`src/logic/noc_defines.svh`:
```
////////////////////
// Sizes shared by the mesh, the tiles and the flit types
// Include wherever a width or the mesh size is needed
////////////////////

`ifndef NOC_DEFINES_SVH
`define NOC_DEFINES_SVH

// Mesh dimensions
`define NOC_MESH_X 2
`define NOC_MESH_Y 2

// Command tag, up to 8 outstanding
`define NOC_TAG_W 3

// Data word and memory size per tile
`define NOC_DATA_W 32
`define NOC_MEM_WORDS 16

`endif

```
`src/logic/noc_pkg.sv`:
```
////////////////////
// Types for the request and response planes of the mesh
// Referenced by scoped name from the router and the tiles
////////////////////

`include "noc_defines.svh"

package noc_pkg;

   // Router port numbering, mesh links use 1 to 4
   typedef enum logic [2:0] {
      DIR_LOCAL = 3'd0,
      DIR_NORTH = 3'd1,
      DIR_EAST  = 3'd2,
      DIR_SOUTH = 3'd3,
      DIR_WEST  = 3'd4
   } route_dir_e;

   typedef enum logic {
      MEM_READ  = 1'b0,
      MEM_WRITE = 1'b1
   } mem_op_e;

   typedef struct packed {
      logic x;
      logic y;
   } coord_t;

   // Destination must stay in the low bits of both flits
   typedef struct packed {
      logic [`NOC_DATA_W-1:0]            data;
      logic [$clog2(`NOC_MEM_WORDS)-1:0] addr;
      mem_op_e                           op;
      logic [`NOC_TAG_W-1:0]             tag;
      coord_t                            src;
      coord_t                            dst;
   } req_flit_t;

   typedef struct packed {
      logic [`NOC_DATA_W-1:0] data;
      logic [`NOC_TAG_W-1:0]  tag;
      coord_t                 dst;
   } rsp_flit_t;

endpackage

```
`src/logic/noc_router.sv`:
```
////////////////////
// Five-port XY router with one-entry input buffers
// Serves either plane, the destination sits in the flit's low bits
////////////////////

`timescale 1ns/1ps

module noc_router #(
   parameter int FLIT_W  = 8,
   parameter int X_COORD = 0,
   parameter int Y_COORD = 0
) (
   input  logic                   clk_i,
   input  logic                   reset_i,
   input  logic [4:0]             in_valid_i,
   input  logic [4:0][FLIT_W-1:0] in_flit_i,
   output logic [4:0]             in_stall_o,
   output logic [4:0]             out_valid_o,
   output logic [4:0][FLIT_W-1:0] out_flit_o,
   input  logic [4:0]             out_stall_i
);

   logic [4:0]             buf_valid_q;
   logic [4:0][FLIT_W-1:0] buf_flit_q;
   logic [4:0]             cand_valid;
   logic [4:0][FLIT_W-1:0] cand_flit;
   noc_pkg::route_dir_e    route [5];

   logic [4:0]             out_valid_q;
   logic [4:0][FLIT_W-1:0] out_flit_q;
   logic [4:0]             out_free;
   logic [4:0]             out_load;
   logic [4:0][2:0]        out_sel;
   logic [4:0][2:0]        rr_q;
   logic [4:0]             in_grant;

   // Empty buffer lets the arriving flit straight through
   assign cand_valid = buf_valid_q | in_valid_i;
   assign out_free   = ~out_valid_q | ~out_stall_i;

   assign in_stall_o  = buf_valid_q;
   assign out_valid_o = out_valid_q;
   assign out_flit_o  = out_flit_q;

   ////////////////////
   // Route compute
   ////////////////////

   always_comb begin
      noc_pkg::coord_t dst;
      for (int i = 0; i < 5; i++) begin
         cand_flit[i] = buf_valid_q[i] ? buf_flit_q[i] : in_flit_i[i];
         dst = cand_flit[i][$bits(noc_pkg::coord_t)-1:0];
         // X first, then Y
         if (int'(dst.x) > X_COORD) begin
            route[i] = noc_pkg::DIR_EAST;
         end else if (int'(dst.x) < X_COORD) begin
            route[i] = noc_pkg::DIR_WEST;
         end else if (int'(dst.y) > Y_COORD) begin
            route[i] = noc_pkg::DIR_NORTH;
         end else if (int'(dst.y) < Y_COORD) begin
            route[i] = noc_pkg::DIR_SOUTH;
         end else begin
            route[i] = noc_pkg::DIR_LOCAL;
         end
      end
   end

   ////////////////////
   // Round-robin arbiters
   ////////////////////

   always_comb begin
      int idx;
      out_load = '0;
      out_sel  = '0;
      in_grant = '0;
      for (int o = 0; o < 5; o++) begin
         // Lowest offset from the pointer wins, so scan it last
         for (int k = 4; k >= 0; k--) begin
            idx = (int'(rr_q[o]) + k) % 5;
            if (cand_valid[idx] && int'(route[idx]) == o && out_free[o]) begin
               out_load[o] = 1'b1;
               out_sel[o]  = 3'(idx);
            end
         end
         if (out_load[o]) begin
            in_grant[out_sel[o]] = 1'b1;
         end
      end
   end

   always_ff @(posedge clk_i) begin
      if (reset_i) begin
         buf_valid_q <= '0;
         out_valid_q <= '0;
         rr_q        <= '0;
      end else begin
         for (int i = 0; i < 5; i++) begin
            if (buf_valid_q[i]) begin
               if (in_grant[i]) begin
                  buf_valid_q[i] <= 1'b0;
               end
            end else if (in_valid_i[i] && !in_grant[i]) begin
               buf_valid_q[i] <= 1'b1;
            end
         end
         for (int o = 0; o < 5; o++) begin
            if (out_load[o]) begin
               out_valid_q[o] <= 1'b1;
               rr_q[o]        <= (out_sel[o] == 3'd4) ? 3'd0 : out_sel[o] + 3'd1;
            end else if (!out_stall_i[o]) begin
               out_valid_q[o] <= 1'b0;
            end
         end
      end
   end

   always_ff @(posedge clk_i) begin
      for (int i = 0; i < 5; i++) begin
         if (!buf_valid_q[i]) begin
            buf_flit_q[i] <= in_flit_i[i];
         end
      end
      for (int o = 0; o < 5; o++) begin
         if (out_load[o]) begin
            out_flit_q[o] <= cand_flit[out_sel[o]];
         end
      end
   end

   for (genvar g = 0; g < 5; g++) begin : gen_chk
      a_out_hold : assert property (@(posedge clk_i) disable iff (reset_i)
         out_valid_q[g] && out_stall_i[g] |=> out_valid_q[g] && $stable(out_flit_q[g]))
         else $error("router (%0d,%0d) output %0d changed under stall", X_COORD, Y_COORD, g);

      // Neighbors must never address a flit back the way it came
      a_no_uturn : assert property (@(posedge clk_i) disable iff (reset_i)
         cand_valid[g] |-> int'(route[g]) != g)
         else $error("router (%0d,%0d) flit turned back on port %0d", X_COORD, Y_COORD, g);
   end

endmodule

```
`src/logic/mem_tile.sv`:
```
////////////////////
// Memory tile, 16 words behind a request and a response router
// Answers every request with a response flit to its source
////////////////////

`timescale 1ns/1ps

`include "noc_defines.svh"

module mem_tile #(
   parameter int X_COORD = 1,
   parameter int Y_COORD = 0
) (
   input  logic                     clk_i,
   input  logic                     reset_i,
   output logic [4:1]               req_out_valid_o,
   output noc_pkg::req_flit_t [4:1] req_out_flit_o,
   input  logic [4:1]               req_out_stall_i,
   input  logic [4:1]               req_in_valid_i,
   input  noc_pkg::req_flit_t [4:1] req_in_flit_i,
   output logic [4:1]               req_in_stall_o,
   output logic [4:1]               rsp_out_valid_o,
   output noc_pkg::rsp_flit_t [4:1] rsp_out_flit_o,
   input  logic [4:1]               rsp_out_stall_i,
   input  logic [4:1]               rsp_in_valid_i,
   input  noc_pkg::rsp_flit_t [4:1] rsp_in_flit_i,
   output logic [4:1]               rsp_in_stall_o
);

   logic                   req_loc_valid;
   noc_pkg::req_flit_t     req_loc_flit;
   logic                   req_loc_in_stall;
   logic                   rsp_free;
   logic                   req_take;
   logic                   rsp_valid_q;
   noc_pkg::rsp_flit_t     rsp_flit_q;
   logic                   rsp_loc_stall;
   logic                   rsp_loc_valid;
   noc_pkg::rsp_flit_t     rsp_loc_flit;
   logic [`NOC_DATA_W-1:0] mem_q [`NOC_MEM_WORDS];

   // Response register frees up as its flit leaves
   assign rsp_free = !rsp_valid_q || !rsp_loc_stall;
   assign req_take = req_loc_valid && rsp_free;

   always_ff @(posedge clk_i) begin
      if (reset_i) begin
         rsp_valid_q <= 1'b0;
         for (int w = 0; w < `NOC_MEM_WORDS; w++) begin
            mem_q[w] <= '0;
         end
      end else begin
         if (req_take) begin
            rsp_valid_q <= 1'b1;
            if (req_loc_flit.op == noc_pkg::MEM_WRITE) begin
               mem_q[req_loc_flit.addr] <= req_loc_flit.data;
            end
         end else if (!rsp_loc_stall) begin
            rsp_valid_q <= 1'b0;
         end
      end
   end

   always_ff @(posedge clk_i) begin
      if (req_take) begin
         rsp_flit_q.dst <= req_loc_flit.src;
         rsp_flit_q.tag <= req_loc_flit.tag;
         // Writes answer with zero
         rsp_flit_q.data <= (req_loc_flit.op == noc_pkg::MEM_READ) ?
                            mem_q[req_loc_flit.addr] : '0;
      end
   end

   noc_router #(
      .FLIT_W ($bits(noc_pkg::req_flit_t)),
      .X_COORD(X_COORD),
      .Y_COORD(Y_COORD)
   ) i_req_router (
      .clk_i,
      .reset_i,
      .in_valid_i ({req_in_valid_i, 1'b0}),
      .in_flit_i  ({req_in_flit_i, noc_pkg::req_flit_t'('0)}),
      .in_stall_o ({req_in_stall_o, req_loc_in_stall}),
      .out_valid_o({req_out_valid_o, req_loc_valid}),
      .out_flit_o ({req_out_flit_o, req_loc_flit}),
      .out_stall_i({req_out_stall_i, !rsp_free})
   );

   noc_router #(
      .FLIT_W ($bits(noc_pkg::rsp_flit_t)),
      .X_COORD(X_COORD),
      .Y_COORD(Y_COORD)
   ) i_rsp_router (
      .clk_i,
      .reset_i,
      .in_valid_i ({rsp_in_valid_i, rsp_valid_q}),
      .in_flit_i  ({rsp_in_flit_i, rsp_flit_q}),
      .in_stall_o ({rsp_in_stall_o, rsp_loc_stall}),
      .out_valid_o({rsp_out_valid_o, rsp_loc_valid}),
      .out_flit_o ({rsp_out_flit_o, rsp_loc_flit}),
      .out_stall_i({rsp_out_stall_i, 1'b0})
   );

   a_rsp_hold : assert property (@(posedge clk_i) disable iff (reset_i)
      rsp_valid_q && rsp_loc_stall |=> rsp_valid_q && $stable(rsp_flit_q))
      else $error("tile (%0d,%0d) response overwritten", X_COORD, Y_COORD);

   // Responses only ever target the host
   a_mem_sink : assert property (@(posedge clk_i) disable iff (reset_i)
      !rsp_loc_valid && !req_loc_in_stall)
      else $error("tile (%0d,%0d) got response %h", X_COORD, Y_COORD, rsp_loc_flit);

endmodule

```
`config.mk`:
```
export PLATFORM = sky130hd
export DESIGN_NAME = mem_tile
export DESIGN_NICKNAME = d
export VERILOG_FILES = /design/src/logic/noc_pkg.sv /design/src/logic/noc_router.sv /design/src/logic/mem_tile.sv
export VERILOG_INCLUDE_DIRS = /design/src /design/src/logic
export SDC_FILE = /design/constraint.sdc
export NUM_CORES = 2
export LEC_CHECK = 0
export BUFFER_PORTS_ARGS = -buffer_cell sky130_fd_sc_hd__buf_2
export CORE_MARGIN = 8
export CORE_UTILIZATION = 50
export DETAILED_ROUTE_END_ITERATION = 6
export PLACE_DENSITY = 0.69
export SYNTH_ARGS = -nofsm -noshare
export SYNTH_HDL_FRONTEND = slang
export SYNTH_SLANG_ARGS = --single-unit
```
`constraint.sdc`:
```
create_clock -name clk_i -period 7.5 [get_ports clk_i]
set_clock_uncertainty 0.05 [all_clocks]
set_input_delay 2.25 -clock clk_i [delete_from_list [all_inputs] [get_ports clk_i]]
set_output_delay 2.25 -clock clk_i [all_outputs]
set_load 0.02 [all_outputs]
```
==> out/results.ini <==
[floorplan]
io_pins = 682
die_h_um = 380
core_um2 = 132000
die-area_um2 = 145000
num_rows = 133
initial_core_util = 0.504
die_w_um = 380

[sta]
max_freq_ghz = 0.152
finalSetupTns_ps = 0
worst_pin_slew_ps = 1150
min_period_over_period = 0.879
setup_viol = 0
holdWs_ps = 384
finalHoldViolCount = 0
report.final.slew_viol_count = 0
slew_headroom = 0.229
rsz0062_at_grt = no
period_needed_ps = 6600

[final_layout]
area_growth_pct = 11.7
utilization = 0.563
fill_cells = 11100
multiInputGateArea_um2 = 31200
fin_nets = 6709
regArea_um2 = 31400
drive_above_1_share = 0.235

[min_path]
min_from = i_req_router.out_flit_o[3]$_DFFE_PP_
min_path_type = reg -> reg
holdPathStages = 0
whs_endpoint = rsp_flit_q[1]$_DFFE_PP_

[synth]
synth_flop_cell = edfxtp_1
yosysMostFrequentCell = edfxtp_1
synthTopCellsByArea = edfxtp_1, dfxtp_1, mux2_2, mux4_2, mux2i_1
yosys_warnings = 0
post-synth-top-area-fraction = 0.341
synth-edff-count = 753
seq_area_frac_synth = 0.473
synth.distinct_cells = 101
syn_inst = 5987
synthTopCellsByCount = edfxtp_1, and2_1, dfxtp_1
synth.largest_area_cell = edfxtp_1
synthArstFlopShare = 0
ys_seq_elements = 1192
netlist_area_um2 = 66400
avgSynthCellArea_um2 = 11.1

[global_route]
grt_max_degree = 86
grt_first_pass_wirelength_um = 307000
grt_pass1_vias = 48900
grt.total_usage = 0.273
antenna_found_initial = 36
grt_overflow = 0

[setup_path]
r2r-end = i_req_router.rr_q[3]$_SDFFE_PP0N_
worst-r2r-setup-slack_ps = 900
reg2reg_depth = 23
r2r_start = i_req_router.rr_q[4]$_SDFFE_PP0N_
worstSetupPathType = reg -> reg
required_ps = 8150
crit_path_max_fanout = 22
worst_setup_path_end_kind = register
cp_data_arrival_time_ps = 7240
startpoint_type = register

[placed_design]
place_congestion = 0.920
io_buffers = 511
place_hpwl_um = 134000

[routing]
wl_um = 207000
detail-route-antenna-nets = 0
via_per_inst = 6.18
drtPass1Iterations = 7
via_count = 50200
drc = 4
wl_per_cell_um = 25.5
drtIter0Drc = 5445

[clock_tree]
cts_sinks = 1192
cts_setup_buffers = 0
cts_buffer_depth = 3
cts_tree = done
ctsResizeCount = 0
clk_latency_ps = 770
cts_buffers = 133
clkTransAtPathRegs_ps = 60
root_buffer = clkbuf_16
h-tree-depth = 4
ctsHoldBuffers = 0

[run_status]
violations = design-rule violations
status = finished, violations left

[job]
cap_violations = 0

## sequential cells by signal, summed over array words and instances, names as in the netlist
signal and count:
i_req_router.buf_flit_q 220, i_req_router.in_stall_o 5, i_req_router.out_flit_o 130, i_req_router.out_valid_o 3, i_req_router.rr_q 9, i_rsp_router.buf_flit_q 185
i_rsp_router.in_stall_o 5, i_rsp_router.out_flit_o 74, i_rsp_router.out_valid_o 2, i_rsp_router.rr_q 9, mem_q 512, rsp_flit_q 37
rsp_valid_q 1
## routing by layer
layer	wire length, um	GRT usage	up-vias
li1	-	-	22300
met2	95500	0.443	2917
met3	22500	0.0709	601
met4	7460	0.0944	32
met5	206	0	-
met1	81500	0.353	24400
## per-stage QoR
step / cell area (um2) / setup WS, ps / instances
2_1_floorplan: 67000 / 633 / 6152
3_3_place_gp: 69700 / 1140 / 7851
3_5_place_dp: 69700 / 1070 / 7851
4_1_cts: 74100 / 982 / 8098
5_1_grt: 74100 / 526 / 8100
6_report: 74200 / 905 / 8111
## worst max-delay path, cell delays in order, from the launching register on
cell and delay, ps:
dfxtp_1 480, clkinv_1 90, buf_4 190, ha_1 320, clkinv_1 310, ha_1 470
inv_1 110, ha_1 230, or3_1 430, nand3_1 140, nand2_1 110, ha_1 210
nand2b_1 150, nand3_1 90, o211ai_1 270, or4_1 630, o2bb2a_1 310, o21ai_0 170
a211oi_4 330, or2_4 450, inv_1 290, ha_1 290, a211o_1 270, a21oi_1 120
## worst max path at each step
| stage | startpoint | to | slack [ps] |
|---|---|---|---|
| 3_5_place_dp | i_req_router.rr_q[4]$_SDFFE_PP0N_ | i_req_router.rr_q[3]$_SDFFE_PP0N_ | 1070 |
| 4_1_cts | i_req_router.rr_q[4]$_SDFFE_PP0N_ | i_req_router.rr_q[3]$_SDFFE_PP0N_ | 980 |
| 5_1_grt | i_req_router.rr_q[4]$_SDFFE_PP0N_ | i_req_router.rr_q[3]$_SDFFE_PP0N_ | 530 |
| 6_report | i_req_router.rr_q[4]$_SDFFE_PP0N_ | i_req_router.rr_q[3]$_SDFFE_PP0N_ | 900 |
| 2_1_floorplan | i_rsp_router.in_stall_o[0]$_SDFF_PP0_ | mem_q[14][0]$_SDFFCE_PN0P_ | 630 |
| 3_3_place_gp | i_req_router.rr_q[4]$_SDFFE_PP0N_ | i_req_router.rr_q[3]$_SDFFE_PP0N_ | 1140 |
## cell usage in the layout, fill, tap and decap left out, types with 82 or more instances in the layout
cell type    n
nor2_1     311
ha_1       134
nor3_1      82
inv_1      295
and2_1     528
o211ai_1   182
dfxtp_1    429
nand2_1    260
mux2i_1    339
clkbuf_16  137
mux4_2     167
o221ai_1   132
buf_4      101
edfxtp_1   753
mux2_2     338
conb_1     166
a21oi_1    183
o21ai_0    128
o2111ai_1   93
buf_2      511
## logic make-up (layout without fill, tap and decap cells)
logic type	Yosys count	after routing	share of synthesized area
AND/OR/NAND/NOR	1618	1618	0.130
flip-flops	1192	1192	0.473
AO/OA/AOI/OAI	1151	1151	0.127
buffers and inverters	999	1190	0.0733
multiplexers	845	845	0.165
adder cells (fa/ha/maj)	136	136	0.0259
XOR/XNOR	45	45	0.00605
other	1	179	0.0000565
## area by class of cell
class / instances / share of cell area
Tap cell: 1755 / 0.0296
Inverter: 313 / 0.0158
Timing Repair Buffer: 630 / 0.0496
Multi-Input combinational cell: 3961 / 0.421
Clock buffer: 180 / 0.0503
Sequential cell: 1192 / 0.424
Antenna cell: 13 / 0.000439
Clock inverter: 67 / 0.00940
Power is not shown: default switching activity piles up to over one toggle a cycle in this logic, so the estimate is an artifact.
